File: src/cpu_pkg.sv
`default_nettype none

package cpu_pkg;

  localparam int XLEN = 32; // data path width.

  typedef logic [XLEN-1:0] word_t;  // data, address or instruction.
  typedef logic [4:0]      reg_idx_t;
  typedef logic [1:0]      size_t;  // access size code.

  localparam size_t SZ_BYTE = 2'd0;
  localparam size_t SZ_HALF = 2'd1;
  localparam size_t SZ_WORD = 2'd2;

  localparam word_t RESET_PC = 32'h0000_0000;

  // major opcodes.
  localparam logic [6:0] OPC_LUI    = 7'b0110111;
  localparam logic [6:0] OPC_AUIPC  = 7'b0010111;
  localparam logic [6:0] OPC_JAL    = 7'b1101111;
  localparam logic [6:0] OPC_JALR   = 7'b1100111;
  localparam logic [6:0] OPC_BRANCH = 7'b1100011;
  localparam logic [6:0] OPC_LOAD   = 7'b0000011;
  localparam logic [6:0] OPC_STORE  = 7'b0100011;
  localparam logic [6:0] OPC_OPIMM  = 7'b0010011;
  localparam logic [6:0] OPC_OP     = 7'b0110011;
  localparam logic [6:0] OPC_SYSTEM = 7'b1110011;

  // funct3 for OP and OP-IMM.
  localparam logic [2:0] F3_ADD  = 3'b000;
  localparam logic [2:0] F3_SLL  = 3'b001;
  localparam logic [2:0] F3_SLT  = 3'b010;
  localparam logic [2:0] F3_SLTU = 3'b011;
  localparam logic [2:0] F3_XOR  = 3'b100;
  localparam logic [2:0] F3_SR   = 3'b101; // srl or sra by funct7 bit 5.
  localparam logic [2:0] F3_OR   = 3'b110;
  localparam logic [2:0] F3_AND  = 3'b111;

  // funct3 for branches.
  localparam logic [2:0] F3_BEQ  = 3'b000;
  localparam logic [2:0] F3_BNE  = 3'b001;
  localparam logic [2:0] F3_BLT  = 3'b100;
  localparam logic [2:0] F3_BGE  = 3'b101;
  localparam logic [2:0] F3_BLTU = 3'b110;
  localparam logic [2:0] F3_BGEU = 3'b111;

  typedef enum logic [2:0] {
    S_FETCH, S_DECODE, S_EXECUTE, S_MEMORY, S_WRITEBACK, S_HALT
  } ctrl_state_t;

endpackage

`default_nettype wire
File: src/mem_req_if.sv
`timescale 1ns/1ns
`default_nettype none

// one open request at a time, start and done are single-cycle pulses.
interface mem_req_if;
  logic           start;        // request pulse.
  logic           write;        // store when high.
  cpu_pkg::word_t addr;
  cpu_pkg::word_t wdata;        // right-aligned store data.
  cpu_pkg::size_t size;
  logic           is_unsigned;  // zero-extend loads.
  logic           done;         // completion pulse.
  cpu_pkg::word_t rdata;        // extended load data, valid with done.

  modport master (output start, write, addr, wdata, size, is_unsigned,
                  input  done, rdata);
  modport slave  (input  start, write, addr, wdata, size, is_unsigned,
                  output done, rdata);
endinterface

`default_nettype wire

File: src/cpu_top.sv
`timescale 1ns/1ns
`default_nettype none

module cpu_top (
  input  wire            i_clk,
  input  wire            i_rst_n,
  input  wire            i_bus_ack,
  input  cpu_pkg::word_t i_bus_rdata,
  output wire            o_bus_req,
  output cpu_pkg::word_t o_bus_addr,
  output cpu_pkg::word_t o_bus_wdata,
  output wire            o_bus_write,
  output cpu_pkg::size_t o_bus_size,
  output wire            o_halt
);

  mem_req_if mem_if ();

  cpu_pkg::word_t    w_pc, w_imm, w_rs1_data, w_rs2_data, w_rf_wdata;
  cpu_pkg::word_t    w_alu_result, w_jump_addr;
  cpu_pkg::reg_idx_t w_rd, w_rs1, w_rs2;
  wire [6:0]         w_opcode;
  wire [2:0]         w_funct3;
  wire               w_funct7_b5, w_jump, w_ir_load, w_pc_load, w_rf_we, w_alu_capture;

  // raw word port left open, fields are decoded inside.
  instruction_register m_ir (.i_clk(i_clk), .i_rst_n(i_rst_n), .i_load(w_ir_load),
    .i_word(mem_if.rdata), .o_instr(), .o_opcode(w_opcode), .o_rd(w_rd), .o_rs1(w_rs1),
    .o_rs2(w_rs2), .o_funct3(w_funct3), .o_funct7_b5(w_funct7_b5), .o_imm(w_imm));

  program_counter m_pc (.i_clk(i_clk), .i_rst_n(i_rst_n), .i_load(w_pc_load),
    .i_jump(w_jump), .i_jump_addr(w_jump_addr), .o_pc(w_pc));

  register_file m_rf (.i_clk(i_clk), .i_rst_n(i_rst_n), .i_we(w_rf_we), .i_rs1(w_rs1),
    .i_rs2(w_rs2), .i_rd(w_rd), .i_wdata(w_rf_wdata), .o_rs1_data(w_rs1_data),
    .o_rs2_data(w_rs2_data));

  alu m_alu (.i_clk(i_clk), .i_rst_n(i_rst_n), .i_capture(w_alu_capture),
    .i_opcode(w_opcode), .i_funct3(w_funct3), .i_funct7_b5(w_funct7_b5), .i_a(w_rs1_data),
    .i_b(w_rs2_data), .i_imm(w_imm), .i_pc(w_pc), .o_result(w_alu_result),
    .o_jump(w_jump), .o_jump_addr(w_jump_addr));

  control_unit m_ctrl (.i_clk(i_clk), .i_rst_n(i_rst_n), .i_opcode(w_opcode),
    .i_funct3(w_funct3), .i_pc(w_pc), .i_alu_result(w_alu_result), .i_rs2_data(w_rs2_data),
    .o_ir_load(w_ir_load), .o_pc_load(w_pc_load), .o_rf_we(w_rf_we), .o_rf_wdata(w_rf_wdata),
    .o_alu_capture(w_alu_capture), .o_halt(o_halt), .mem(mem_if.master));

  // sole master on the external bus.
  load_store m_lsu (.i_clk(i_clk), .i_rst_n(i_rst_n), .i_bus_ack(i_bus_ack),
    .i_bus_rdata(i_bus_rdata), .o_bus_req(o_bus_req), .o_bus_addr(o_bus_addr),
    .o_bus_wdata(o_bus_wdata), .o_bus_write(o_bus_write), .o_bus_size(o_bus_size),
    .mem(mem_if.slave));

endmodule

`default_nettype wire

File: src/load_store.sv
`timescale 1ns/1ns
`default_nettype none

module load_store (
  input  wire            i_clk,
  input  wire            i_rst_n,
  input  wire            i_bus_ack,
  input  cpu_pkg::word_t i_bus_rdata,
  output logic           o_bus_req,
  output cpu_pkg::word_t o_bus_addr,
  output cpu_pkg::word_t o_bus_wdata,
  output logic           o_bus_write,
  output cpu_pkg::size_t o_bus_size,
  mem_req_if.slave       mem
);

  typedef enum logic [1:0] {LS_IDLE, LS_REQ, LS_REL} ls_state_t;

  ls_state_t      state;
  logic           uns_q;     // captured signedness.
  cpu_pkg::word_t st_data;
  cpu_pkg::word_t ld_data;

  // right-aligned store data, upper bytes cleared.
  always_comb begin
    case (mem.size)
      cpu_pkg::SZ_BYTE: st_data = {24'b0, mem.wdata[7:0]};
      cpu_pkg::SZ_HALF: st_data = {16'b0, mem.wdata[15:0]};
      default:          st_data = mem.wdata;
    endcase
  end

  // load extension on the live bus data.
  always_comb begin
    case (o_bus_size)
      cpu_pkg::SZ_BYTE: ld_data = {{24{!uns_q && i_bus_rdata[7]}}, i_bus_rdata[7:0]};
      cpu_pkg::SZ_HALF: ld_data = {{16{!uns_q && i_bus_rdata[15]}}, i_bus_rdata[15:0]};
      default:          ld_data = i_bus_rdata;
    endcase
  end

  always_ff @(posedge i_clk or negedge i_rst_n) begin
    if (!i_rst_n) begin
      state       <= LS_IDLE;
      o_bus_req   <= 1'b0;
      o_bus_write <= 1'b0;
      o_bus_size  <= cpu_pkg::SZ_WORD;
      uns_q       <= 1'b0;
      mem.done    <= 1'b0;
    end else begin
      mem.done <= 1'b0; // pulse.
      case (state)
        LS_IDLE: if (mem.start) begin
          o_bus_req   <= 1'b1; // req the cycle after start.
          o_bus_write <= mem.write;
          o_bus_size  <= mem.size;
          uns_q       <= mem.is_unsigned;
          state       <= LS_REQ;
        end
        LS_REQ: if (i_bus_ack) begin
          o_bus_req <= 1'b0; // data sampled, release.
          state     <= LS_REL;
        end
        LS_REL: if (!i_bus_ack) begin
          o_bus_write <= 1'b0;
          mem.done    <= 1'b1; // ack seen low.
          state       <= LS_IDLE;
        end
        default: state <= LS_IDLE;
      endcase
    end
  end

  always_ff @(posedge i_clk) begin
    if (state == LS_IDLE && mem.start) begin
      o_bus_addr  <= mem.addr;
      o_bus_wdata <= st_data;
    end
    if (state == LS_REQ && i_bus_ack)
      mem.rdata <= ld_data;
  end

endmodule

`default_nettype wire

File: src/control_unit.sv
`timescale 1ns/1ns
`default_nettype none

module control_unit (
  input  wire            i_clk,
  input  wire            i_rst_n,
  input  wire [6:0]      i_opcode,
  input  wire [2:0]      i_funct3,
  input  cpu_pkg::word_t i_pc,
  input  cpu_pkg::word_t i_alu_result,
  input  cpu_pkg::word_t i_rs2_data,
  output logic           o_ir_load,
  output logic           o_pc_load,
  output logic           o_rf_we,
  output cpu_pkg::word_t o_rf_wdata,
  output logic           o_alu_capture,
  output logic           o_halt,
  mem_req_if.master      mem
);

  cpu_pkg::ctrl_state_t state;
  cpu_pkg::ctrl_state_t state_nxt;
  cpu_pkg::word_t       ld_data;   // load result held for writeback.
  logic                 busy;      // request open on load_store.
  logic                 fetch;
  logic                 is_mem;
  logic                 writes_rd;

  assign fetch  = (state == cpu_pkg::S_FETCH);
  assign is_mem = (i_opcode == cpu_pkg::OPC_LOAD) || (i_opcode == cpu_pkg::OPC_STORE);

  // only these groups have a destination.
  assign writes_rd = (i_opcode == cpu_pkg::OPC_LUI)  || (i_opcode == cpu_pkg::OPC_AUIPC) ||
                     (i_opcode == cpu_pkg::OPC_JAL)  || (i_opcode == cpu_pkg::OPC_JALR)  ||
                     (i_opcode == cpu_pkg::OPC_LOAD) || (i_opcode == cpu_pkg::OPC_OPIMM) ||
                     (i_opcode == cpu_pkg::OPC_OP);

  always_comb begin
    state_nxt = state;
    case (state)
      cpu_pkg::S_FETCH:     if (mem.done) state_nxt = cpu_pkg::S_DECODE;
      cpu_pkg::S_DECODE:    state_nxt = (i_opcode == cpu_pkg::OPC_SYSTEM) ?
                                        cpu_pkg::S_HALT : cpu_pkg::S_EXECUTE;
      cpu_pkg::S_EXECUTE:   state_nxt = is_mem ? cpu_pkg::S_MEMORY : cpu_pkg::S_WRITEBACK;
      cpu_pkg::S_MEMORY:    if (mem.done) state_nxt = cpu_pkg::S_WRITEBACK;
      cpu_pkg::S_WRITEBACK: state_nxt = cpu_pkg::S_FETCH;
      default:              state_nxt = cpu_pkg::S_HALT; // stays until reset.
    endcase
  end

  always_ff @(posedge i_clk or negedge i_rst_n) begin
    if (!i_rst_n) begin
      state <= cpu_pkg::S_FETCH;
      busy  <= 1'b0;
    end else begin
      state <= state_nxt;
      if (mem.start)
        busy <= 1'b1;
      else if (mem.done)
        busy <= 1'b0;
    end
  end

  always_ff @(posedge i_clk) begin
    if (state == cpu_pkg::S_MEMORY && mem.done)
      ld_data <= mem.rdata;
  end

  // one start per fetch or memory state.
  assign mem.start       = (fetch || state == cpu_pkg::S_MEMORY) && !busy;
  assign mem.write       = !fetch && (i_opcode == cpu_pkg::OPC_STORE);
  assign mem.addr        = fetch ? i_pc : i_alu_result;
  assign mem.wdata       = i_rs2_data;
  assign mem.size        = fetch ? cpu_pkg::SZ_WORD : cpu_pkg::size_t'(i_funct3[1:0]);
  assign mem.is_unsigned = !fetch && i_funct3[2]; // lbu, lhu.

  assign o_ir_load     = fetch && mem.done;
  assign o_alu_capture = (state == cpu_pkg::S_EXECUTE);
  assign o_pc_load     = (state == cpu_pkg::S_WRITEBACK);
  assign o_rf_we       = (state == cpu_pkg::S_WRITEBACK) && writes_rd;
  assign o_rf_wdata    = (i_opcode == cpu_pkg::OPC_LOAD) ? ld_data : i_alu_result;
  assign o_halt        = (state == cpu_pkg::S_HALT);

endmodule

`default_nettype wire

File: src/alu.sv
`timescale 1ns/1ns
`default_nettype none

module alu (
  input  wire            i_clk,
  input  wire            i_rst_n,
  input  wire            i_capture,   // end of execute.
  input  wire [6:0]      i_opcode,
  input  wire [2:0]      i_funct3,
  input  wire            i_funct7_b5,
  input  cpu_pkg::word_t i_a,         // rs1 data.
  input  cpu_pkg::word_t i_b,         // rs2 data.
  input  cpu_pkg::word_t i_imm,
  input  cpu_pkg::word_t i_pc,
  output cpu_pkg::word_t o_result,
  output logic           o_jump,
  output cpu_pkg::word_t o_jump_addr
);

  cpu_pkg::word_t opnd_b;
  cpu_pkg::word_t arith;
  cpu_pkg::word_t result;
  cpu_pkg::word_t target;
  cpu_pkg::word_t pc_imm;
  cpu_pkg::word_t a_imm;
  logic [4:0]     shamt;
  logic           taken;
  logic           jump;

  assign opnd_b = (i_opcode == cpu_pkg::OPC_OP) ? i_b : i_imm; // reg or imm.
  assign shamt  = opnd_b[4:0];
  assign pc_imm = i_pc + i_imm;
  assign a_imm  = i_a + i_imm; // address and jalr base.

  always_comb begin
    case (i_funct3)
      cpu_pkg::F3_ADD:  arith = (i_opcode == cpu_pkg::OPC_OP && i_funct7_b5) ?
                                i_a - opnd_b : i_a + opnd_b; // sub only for reg op.
      cpu_pkg::F3_SLL:  arith = i_a << shamt;
      cpu_pkg::F3_SLT:  arith = {31'b0, $signed(i_a) < $signed(opnd_b)};
      cpu_pkg::F3_SLTU: arith = {31'b0, i_a < opnd_b};
      cpu_pkg::F3_XOR:  arith = i_a ^ opnd_b;
      cpu_pkg::F3_SR:   arith = i_funct7_b5 ? cpu_pkg::word_t'($signed(i_a) >>> shamt) :
                                i_a >> shamt;
      cpu_pkg::F3_OR:   arith = i_a | opnd_b;
      default:          arith = i_a & opnd_b;
    endcase
  end

  always_comb begin
    case (i_funct3)
      cpu_pkg::F3_BEQ:  taken = (i_a == i_b);
      cpu_pkg::F3_BNE:  taken = (i_a != i_b);
      cpu_pkg::F3_BLT:  taken = ($signed(i_a) < $signed(i_b));
      cpu_pkg::F3_BGE:  taken = ($signed(i_a) >= $signed(i_b));
      cpu_pkg::F3_BLTU: taken = (i_a < i_b);
      cpu_pkg::F3_BGEU: taken = (i_a >= i_b);
      default:          taken = 1'b0; // reserved encodings.
    endcase
  end

  always_comb begin
    jump   = 1'b0;
    target = pc_imm;
    case (i_opcode)
      cpu_pkg::OPC_LUI:    result = i_imm;
      cpu_pkg::OPC_AUIPC:  result = pc_imm;
      cpu_pkg::OPC_JAL: begin
        result = i_pc + 32'd4; // link value.
        jump   = 1'b1;
      end
      cpu_pkg::OPC_JALR: begin
        result = i_pc + 32'd4;
        jump   = 1'b1;
        target = {a_imm[31:1], 1'b0}; // bit 0 cleared.
      end
      cpu_pkg::OPC_BRANCH: begin
        result = pc_imm;
        jump   = taken;
      end
      cpu_pkg::OPC_LOAD,
      cpu_pkg::OPC_STORE:  result = a_imm; // effective address.
      default:             result = arith;
    endcase
  end

  always_ff @(posedge i_clk or negedge i_rst_n) begin
    if (!i_rst_n) begin
      o_result    <= '0;
      o_jump      <= 1'b0;
      o_jump_addr <= '0;
    end else if (i_capture) begin
      o_result    <= result;
      o_jump      <= jump;
      o_jump_addr <= target;
    end
  end

endmodule

`default_nettype wire

File: src/register_file.sv
`timescale 1ns/1ns
`default_nettype none

module register_file (
  input  wire               i_clk,
  input  wire               i_rst_n,
  input  wire               i_we,
  input  cpu_pkg::reg_idx_t i_rs1,
  input  cpu_pkg::reg_idx_t i_rs2,
  input  cpu_pkg::reg_idx_t i_rd,
  input  cpu_pkg::word_t    i_wdata,
  output cpu_pkg::word_t    o_rs1_data,
  output cpu_pkg::word_t    o_rs2_data
);

  cpu_pkg::word_t regs [32];

  always_ff @(posedge i_clk or negedge i_rst_n) begin
    if (!i_rst_n) begin
      for (int i = 0; i < 32; i++)
        regs[i] <= '0;
    end else if (i_we && (i_rd != 5'd0)) begin // x0 stays zero.
      regs[i_rd] <= i_wdata;
    end
  end

  // async reads, x0 forced to zero.
  assign o_rs1_data = (i_rs1 == 5'd0) ? '0 : regs[i_rs1];
  assign o_rs2_data = (i_rs2 == 5'd0) ? '0 : regs[i_rs2];

endmodule

`default_nettype wire

File: src/instruction_register.sv
`timescale 1ns/1ns
`default_nettype none

module instruction_register (
  input  wire               i_clk,
  input  wire               i_rst_n,
  input  wire               i_load,     // fetch done.
  input  cpu_pkg::word_t    i_word,
  output cpu_pkg::word_t    o_instr,
  output logic [6:0]        o_opcode,
  output cpu_pkg::reg_idx_t o_rd,
  output cpu_pkg::reg_idx_t o_rs1,
  output cpu_pkg::reg_idx_t o_rs2,
  output logic [2:0]        o_funct3,
  output logic              o_funct7_b5,
  output cpu_pkg::word_t    o_imm
);

  always_ff @(posedge i_clk or negedge i_rst_n) begin
    if (!i_rst_n)
      o_instr <= '0;
    else if (i_load)
      o_instr <= i_word;
  end

  // fixed field positions.
  assign o_opcode    = o_instr[6:0];
  assign o_rd        = o_instr[11:7];
  assign o_funct3    = o_instr[14:12];
  assign o_rs1       = o_instr[19:15];
  assign o_rs2       = o_instr[24:20];
  assign o_funct7_b5 = o_instr[30];

  // immediate format follows the opcode, sign bit is always instr[31].
  always_comb begin
    case (o_opcode)
      cpu_pkg::OPC_STORE:  o_imm = {{20{o_instr[31]}}, o_instr[31:25], o_instr[11:7]};
      cpu_pkg::OPC_BRANCH: o_imm = {{19{o_instr[31]}}, o_instr[31], o_instr[7],
                                    o_instr[30:25], o_instr[11:8], 1'b0};
      cpu_pkg::OPC_LUI,
      cpu_pkg::OPC_AUIPC:  o_imm = {o_instr[31:12], 12'b0}; // u-type.
      cpu_pkg::OPC_JAL:    o_imm = {{11{o_instr[31]}}, o_instr[31], o_instr[19:12],
                                    o_instr[20], o_instr[30:21], 1'b0};
      default:             o_imm = {{20{o_instr[31]}}, o_instr[31:20]}; // i-type.
    endcase
  end

endmodule

`default_nettype wire

File: src/program_counter.sv
`timescale 1ns/1ns
`default_nettype none

module program_counter (
  input  wire            i_clk,
  input  wire            i_rst_n,
  input  wire            i_load,      // pulse in writeback.
  input  wire            i_jump,      // taken branch or jump.
  input  cpu_pkg::word_t i_jump_addr,
  output cpu_pkg::word_t o_pc
);

  always_ff @(posedge i_clk or negedge i_rst_n) begin
    if (!i_rst_n) begin
      o_pc <= cpu_pkg::RESET_PC;
    end else if (i_load) begin
      if (i_jump)
        o_pc <= i_jump_addr; // target from alu.
      else
        o_pc <= o_pc + 32'd4; // next sequential.
    end
  end

endmodule

`default_nettype wire

File: config.mk
export PLATFORM = sky130hd
export DESIGN_NAME = cpu_top
export DESIGN_NICKNAME = d
export VERILOG_FILES = /design/src/cpu_pkg.sv /design/src/mem_req_if.sv /design/src/cpu_top.sv /design/src/load_store.sv /design/src/control_unit.sv /design/src/alu.sv /design/src/register_file.sv /design/src/instruction_register.sv /design/src/program_counter.sv
export SDC_FILE = /design/constraint.sdc
export NUM_CORES = 2
export LEC_CHECK = 0
export BUFFER_PORTS_ARGS = -buffer_cell sky130_fd_sc_hd__buf_4
export CORE_MARGIN = 2
export CORE_UTILIZATION = 55
export DETAILED_ROUTE_END_ITERATION = 8
export PLACE_DENSITY = 0.71
export SYNTH_ARGS = -nofsm -noshare
export SYNTH_HDL_FRONTEND = slang
export SYNTH_SLANG_ARGS = --single-unit
File: constraint.sdc
create_clock -name i_clk -period 8 [get_ports i_clk]
set_input_delay 1.2 -clock i_clk [delete_from_list [all_inputs] [get_ports i_clk]]
set_output_delay 1.2 -clock i_clk [all_outputs]
set_load 0.005 [all_outputs]
# --- Word level (Yosys, flattened, before mapping) ---
# Cells that the tools add are included.
op_classes:
  n_reduce_logical: 44
  mux: 45
  addsub: 5
  n_eq_ne: 33
  n_bitwise: 6
  n_lt_le_gt_ge: 10
  n_shift: 3
op_table:
  columns: ["cell", "n"]
  rows:
  - ["1024-bit bitwise mux", 1]
  - ["32-bit 2-to-1 mux", 14]
  - ["32-bit binary-select mux with 5-bit select", 2]
  - ["32-bit one-hot mux with 7 select lines", 1]
  - ["32-bit demux with 5-bit select", 1]
  - ["32-bit less-than comparator", 4]
  - ["32-bit one-hot mux with 2 select lines", 2]
  - ["32-bit one-hot mux with 4 select lines", 1]
  - ["31-bit one-hot mux with 4 select lines", 1]
  - ["32-bit adder", 3]
  - ["32-bit >= comparator", 2]
  - ["32-bit by 3-bit adder with 32-bit output (second input constant)", 1]
  - ["32-bit bitwise AND", 1]
  - ["32-bit == test", 1]
  - ["32-bit inequality test", 1]
  - ["32-bit OR", 1]
  - ["32-bit by 5-bit left shift with 32-bit output", 1]
  - ["32-bit by 5-bit >> shifter with 32-bit output", 1]
  - ["32-bit by 5-bit >>> shifter with 32-bit output", 1]
  - ["32-bit subtractor", 1]
  - ["32-bit XOR", 1]
  - ["7-bit == test (second input constant)", 4]
  - ["7-bit by 6-bit == test with 1-bit output (second input constant)", 3]
  - ["3-bit == test (second input constant)", 6]
  - ["other kinds (29)", 91]
word_totals:
  register_bits: 1293
  elab_cells: 195
  in_bits: 35
  output_inout_bits: 69

# --- Logic depth before layout (Yosys ltp) ---
logic_depth:
  ltp_word: 10
  ltp_mapped: 30
  ltp_nobuf: 25

# --- Cells and area by module ---
# A second synthesis with hierarchy kept.
hier_totals:
  cells_unflattened: 7098
  hier_area_um2: 83015.9
modules_own_cells:
  columns: ["mod", "cells_each", "n_inst", "area_each_um2", "seq_area_each_um2"]
  rows:
  - ["register_file", 3621, 1, 54369.6, 25624.6]
  - ["alu", 2691, 1, 18723.0, 1626.6]
  - ["load_store", 209, 1, 3657.3, 3084.2]
  - ["control_unit", 182, 1, 2412.3, 1061.0]
  - ["program_counter", 249, 1, 2090.8, 800.8]
  - ["instruction_register", 146, 1, 1762.9, 800.8]

# --- Worst setup path after synthesis ---
# Ideal clock, no wire load.
synth_timing:
  kind: "reg2reg"
  start: "register m_ir.o_instr[20]"
  end: "register m_alu.o_result[30]"
  n_path_buf: 6
  setup_slack_ns: 1.910
  t_required_ns: 7.866
  setup_ns: 0.134
  t_arrival_ns: 5.956
  period_less_slack_ns: 6.090
  stages_incl_launch_ff: 26
  path_cell_list: "dfrtp_1 -> buf_6 -> buf_4 -> clkbuf_1 -> buf_1 -> buf_2 -> mux4_2 -> mux4_2 -> nand2_1 -> nand2_1 -> nand2_1 -> a21oi_1 -> ha_1 -> clkbuf_1 -> a211oi_1 -> nand2_1 -> a2111oi_0 -> o32ai_1 -> a221oi_1 -> o21ai_0 -> a31oi_1 -> nor3_1 -> xnor2_1 -> nor2_1 -> o41ai_2 -> a31oi_1"
synth_via:
  elab_chain_cells: 10
  elab_cells_between_ends: 22
  classes_between: "4 x add/sub; 3 x shift; 10 x mux; 4 x bitwise; 1 x reduce/logical"
synth_lines:
  columns: ["element", "line_no", "source"]
  rows:
  - ["start, declared", "instruction_register.sv:9", "output cpu_pkg::word_t o_instr,"]
  - ["start signal, assigned", "instruction_register.sv:23", "o_instr <= i_word;"]
  - ["5-bit NOT with 6-bit output (not written as such)", "register_file.sv:29", "assign o_rs2_data = (i_rs2 == 5'd0) ? '0 : regs[i_rs2];"]
  - ["32-bit binary-select mux with 5-bit select", "register_file.sv:29", null]
  - ["32-bit 2-to-1 mux (not written as such) (2 in series)", "register_file.sv:29", null]
  - ["32-bit 2-to-1 mux", "register_file.sv:29", null]
  - ["32-bit 2-to-1 mux", "alu.sv:30", "assign opnd_b = (i_opcode == cpu_pkg::OPC_OP) ? i_b : i_imm;"]
  - ["32-bit adder, or another cell as far along", "alu.sv:38", "i_a - opnd_b : i_a + opnd_b;"]
  - ["32-bit 2-to-1 mux, on equally long branches", "alu.sv:37, alu.sv:43", null]
  - ["32-bit one-hot mux with 7 select lines", "alu.sv:36", "case (i_funct3)"]
  - ["32-bit one-hot mux with 4 select lines *", "alu.sv:65", "case (i_opcode)"]
  - ["end signal, assigned", "alu.sv:93", "o_result <= result;"]
  - ["end, declared", "alu.sv:15", "output cpu_pkg::word_t o_result,"]
# Mark *: on every way between the ends. The rest lies on a longest branch, timed or not. The select of a mux whose other input is x is not followed.
# A chain may end at the register's enable or synchronous reset.

# --- Final worst setup path ---
layout_timing:
  start: "register m_ir.o_instr[15]"
  end: "register m_alu.o_result[26]"
layout_via:
  elab_chain_cells: 9
  elab_cells_between_ends: 22
  classes_between: "4 x add/sub; 3 x shift; 10 x mux; 4 x bitwise; 1 x reduce/logical"
layout_lines:
  columns: ["element", "line_no", "source"]
  rows:
  - ["5-bit NOT with 6-bit output (not written as such)", "register_file.sv:28", "assign o_rs1_data = (i_rs1 == 5'd0) ? '0 : regs[i_rs1];"]
  - ["32-bit binary-select mux with 5-bit select", "register_file.sv:28", null]
  - ["32-bit 2-to-1 mux (not written as such) (2 in series)", "register_file.sv:28", null]
  - ["32-bit 2-to-1 mux", "register_file.sv:28", null]
  - ["32-bit adder, or another cell as far along", "alu.sv:38", null]
  - ["32-bit 2-to-1 mux, on equally long branches", "alu.sv:37, alu.sv:43", null]
  - ["32-bit one-hot mux with 7 select lines", "alu.sv:36", null]
  - ["32-bit one-hot mux with 4 select lines *", "alu.sv:65", null]
# Marks and branches as above.

==> impl_metrics.py <==
metrics = {
    "worst_setup_path": {
        "setup.worst_path.start_class": "register",
        "critical_path_arrival_ns": 8.13,
        "worst-path-max-fanout": 60,
        "critPathSlowestCell": "dfrtp_4",
        "critical_path_required_time_ns": 8.64,
        "timing.critical_path.cells": "buf_12, mux4_2, a221oi_1, nor2_1, o211a_1, ha_1, or2_2, nor2_1, o21ai_0, a2111oi_0, o32ai_1, a221oi_1, o21ai_0, o21ai_0, xnor2_1, a2111oi_0, a211oi_1",
        "worstSetupEndpointType": "register",
        "worst-setup-path-type": "reg2reg",
        "critPathMostFrequentCell": "o21ai_0",
        "cp_slowest_stage_delay_ns": 0.97,
    },
    "layout": {
        "post_layout_inst_area_mm2": 0.08574,
        "drive_above_1_share": 0.1773,
        "final_core_util": 0.6063,
        "final_nets": 7885,
        "synthToLayoutAreaGrowth_pct": 9.634,
    },
    "flow_run": {
        "maxCapViolations": 0,
    },
    "synth": {
        "ys_top_cells_by_count": "1509 x nand2_1, 1249 x o21ai_0, 1164 x dfrtp_1",
        "syn_area_per_cell_um2": 9.944,
        "synth_area_leaders": "dfrtp_1 37%, mux4_2 15%, o21ai_0 8.0%",
        "syn_nets": 8096,
        "synth_cell_type_count": 114,
        "yosysTopAreaCellShare": 0.3724,
        "synth-seq-cells": 1293,
        "async_reset_ff_frac": 0.9010,
        "synth_top_area_cell": "dfrtp_1",
        "ys_dominant_reg_cell": "dfrtp_1",
        "synth-edff-count": 128,
        "synthMostInstantiatedCell": "nand2_1",
        "yosys_warnings": 0,
        "synth_seq_area_share": 0.4219,
        "syn_area_mm2": 0.07821,
        "synthesis.instances": 7865,
    },
    "timing": {
        "finalHoldViolCount": 0,
        "timing.slew.headroom": 0.1247,
        "setup_tns_ns": 0,
        "finalSetupViolCount": 0,
        "holdWs_ns": 0.3979,
        "timing.final.crit_share": 0.9369,
        "timing_worst_slew_pin_value_ns": 1.299,
        "maximum_clock_rate_ghz": 0.1334,
        "drv_slew": 0,
        "rsz0062_at_grt": "false",
        "fin_worst_skew_ns": 0.05504,
        "period_minus_slack_ns": 7.495,
    },
    "placed_design": {
        "placed_cell_area_mm2": 0.08085,
        "final_replace_weighted_congestion": 1.051,
        "hpwl_mm": 224.3,
        "number_of_buffer_cells_added_on_primary_ports": 103,
    },
    "clocking": {
        "post_cts_resized": 0,
        "cts_inserted_buffers": 143,
        "cts.htree.levels": 4,
        "number_of_buffers_inserted_to_repair_setup_after_cts": 0,
        "clock_tree_from_tritoncts": "built",
        "number_of_sinks_handled_by_clock_tree_synthesis": 1293,
        "root_buffer": "clkbuf_16",
        "number_of_buffers_on_the_longest_clock_path": 3,
        "hold_buffers": 0,
        "worst_skew_pair.late_latency_ns": 0.82,
        "clk_pin_slew_ns": 0.07,
    },
    "floorplan": {
        "initial_core_utilization": 0.5530,
        "dieArea_mm2": 0.1452,
        "die_x_um": 381.1,
        "die_h_um": 381.1,
        "rows": 138,
        "fp.coreArea_mm2": 0.1414,
        "total_i_o_pin_count": 104,
    },
    "min_path": {
        "hold_class": "reg2reg",
    },
    "route": {
        "vias": 67890,
        "drt_pass1_iterations": 8,
        "post-route-drc-count": 0,
        "route.detailed.wl_per_inst_um": 34.56,
        "wirelength_mm": 333.9,
        "drt.antenna.violating_nets": 0,
        "via_per_inst": 7.027,
        "drtIter0Drc": 9103,
    },
    "grt": {
        "globalRouteOverflowTotal": 0,
        "grt_util_all_layers": 0.4593,
        "grt_start_max_net_pins": 160,
        "grt_pass1_vias": 65810,
        "grt_pass1_wl_mm": 480.6,
        "antenna_found_initial": 13,
    },
    "outcome": {
        "outcome": "completed",
    },
    "power": {
        "power_density_mw_per_mm2": 370.1,
        "total_leakage_power_nw": 36.34,
        "vdd_ir_drop_max_mv": 0.3895,
        "design_power_total_mw": 31.73,
    },
}
[layer usage]
layer  wire length, um  global-route usage
met1            128200              0.6298
met2            140900              0.6542
met3             41810              0.1335
met4             23010              0.2614
met5                66                   0
[area by class of cell]
type	instances	area [um^2]
Inverter	143	539.3
Clock buffer	196	4070
Fill cell	11650	55670
Sequential cell	1293	33030
Clock inverter	60	805.8
Tap cell	1890	2365
Antenna cell	6	15.01
Multi-Input combinational cell	5710	41880
Timing Repair Buffer	363	3045
[placed cells by master (no fill, tap or decap), types with 25 or more instances in the layout]
cell,n
nand3_1,61
dfrtp_1,1153
nor2b_1,35
nand4_1,26
ha_1,192
xor2_1,30
a21o_1,75
nor3_1,75
a211o_1,41
o211ai_1,44
a21oi_1,297
clkbuf_16,145
o22ai_1,82
a31oi_1,66
edfxtp_1,128
a22oi_1,38
mux4_2,504
nor2_1,394
mux2i_2,34
nand2b_1,27
mux2i_1,246
a211oi_1,47
clkbuf_1,26
mux2_2,76
a221oi_1,46
nand2_1,1477
buf_12,25
xnor2_1,70
clkbuf_8,25
o21ai_0,1249
o21a_1,52
buf_4,337
inv_1,116
[state kept, by name, indices dropped and copies added, names as in the netlist]
name,count
m_alu.o_jump,1
m_lsu.o_bus_addr,32
m_ctrl.ld_data,32
m_lsu.o_bus_write,1
m_lsu.state,2
m_lsu.uns_q,1
m_pc.o_pc,32
m_lsu.mem.done,1
m_rf.regs,1024
m_ir.o_instr,32
m_lsu.o_bus_wdata,32
m_ctrl.busy,1
m_lsu.o_bus_req,1
m_alu.o_result,32
m_alu.o_jump_addr,32
m_lsu.o_bus_size,2
m_lsu.mem.rdata,32
m_ctrl.state,3
[per-stage QoR]
step,worst slack (ns),std cells
after floorplan,1.910,7865
after global placement,0.7849,9399
after detailed placement,0.6931,9399
after CTS,0.5964,9655
after global routing,0.1959,9659
final,0.5048,9661
[report_power, final]
group / total [mW] / switching, mW / leakage [nW] / internal, mW
combinational: 16.9 / 11.7 / 16.7 / 5.22
clock: 6.89 / 2.98 / 2.36 / 3.90
sequential: 7.96 / 0.806 / 17.2 / 7.16
total: 31.7 / 15.4 / 36.3 / 16.3
[path summary, 6_finish.rpt]
path,cells after the start,startpoint,slack [ns],endpoint
max,17,m_ir.o_instr[15],0.50,m_alu.o_result[26]
min,0,m_rf.regs[1014],0.40,m_rf.regs[1014]
max reg2reg,17,m_ir.o_instr[15],0.50,m_alu.o_result[26]
min reg2reg,0,m_rf.regs[1014],0.40,m_rf.regs[1014]
max in group asynchronous,3,i_rst_n,5.57,m_rf.regs[124]
min in group asynchronous,1,i_rst_n,0.41,m_rf.regs[711]
[critical path, delay by kind of cell (launching register included)]
family | cells | cell delay (ns)
fa+ha+maj | 1 | 0.39
buf+inv | 1 | 0.48
simple gates | 3 | 0.47
compound gates | 10 | 4.23
mux | 1 | 0.58
xor+xnor | 1 | 0.09
flops | 1 | 0.97
[kinds of logic (layout without fill, tap and decap cells)]
group,count (synthesis),in the layout,synth area share
and+or+nand+nor,2293,2293,0.1225
DFF,1293,1293,0.4219
AOI/OAI and AO/OA,2257,2257,0.1709
adders and majority gates,196,196,0.03174
xor gates and xnor gates,100,100,0.01120
buffers and inverters,862,762,0.04880
muxes,864,864,0.1929
other,0,6,0
No activity file was read; power rests on OpenSTA's default activity.
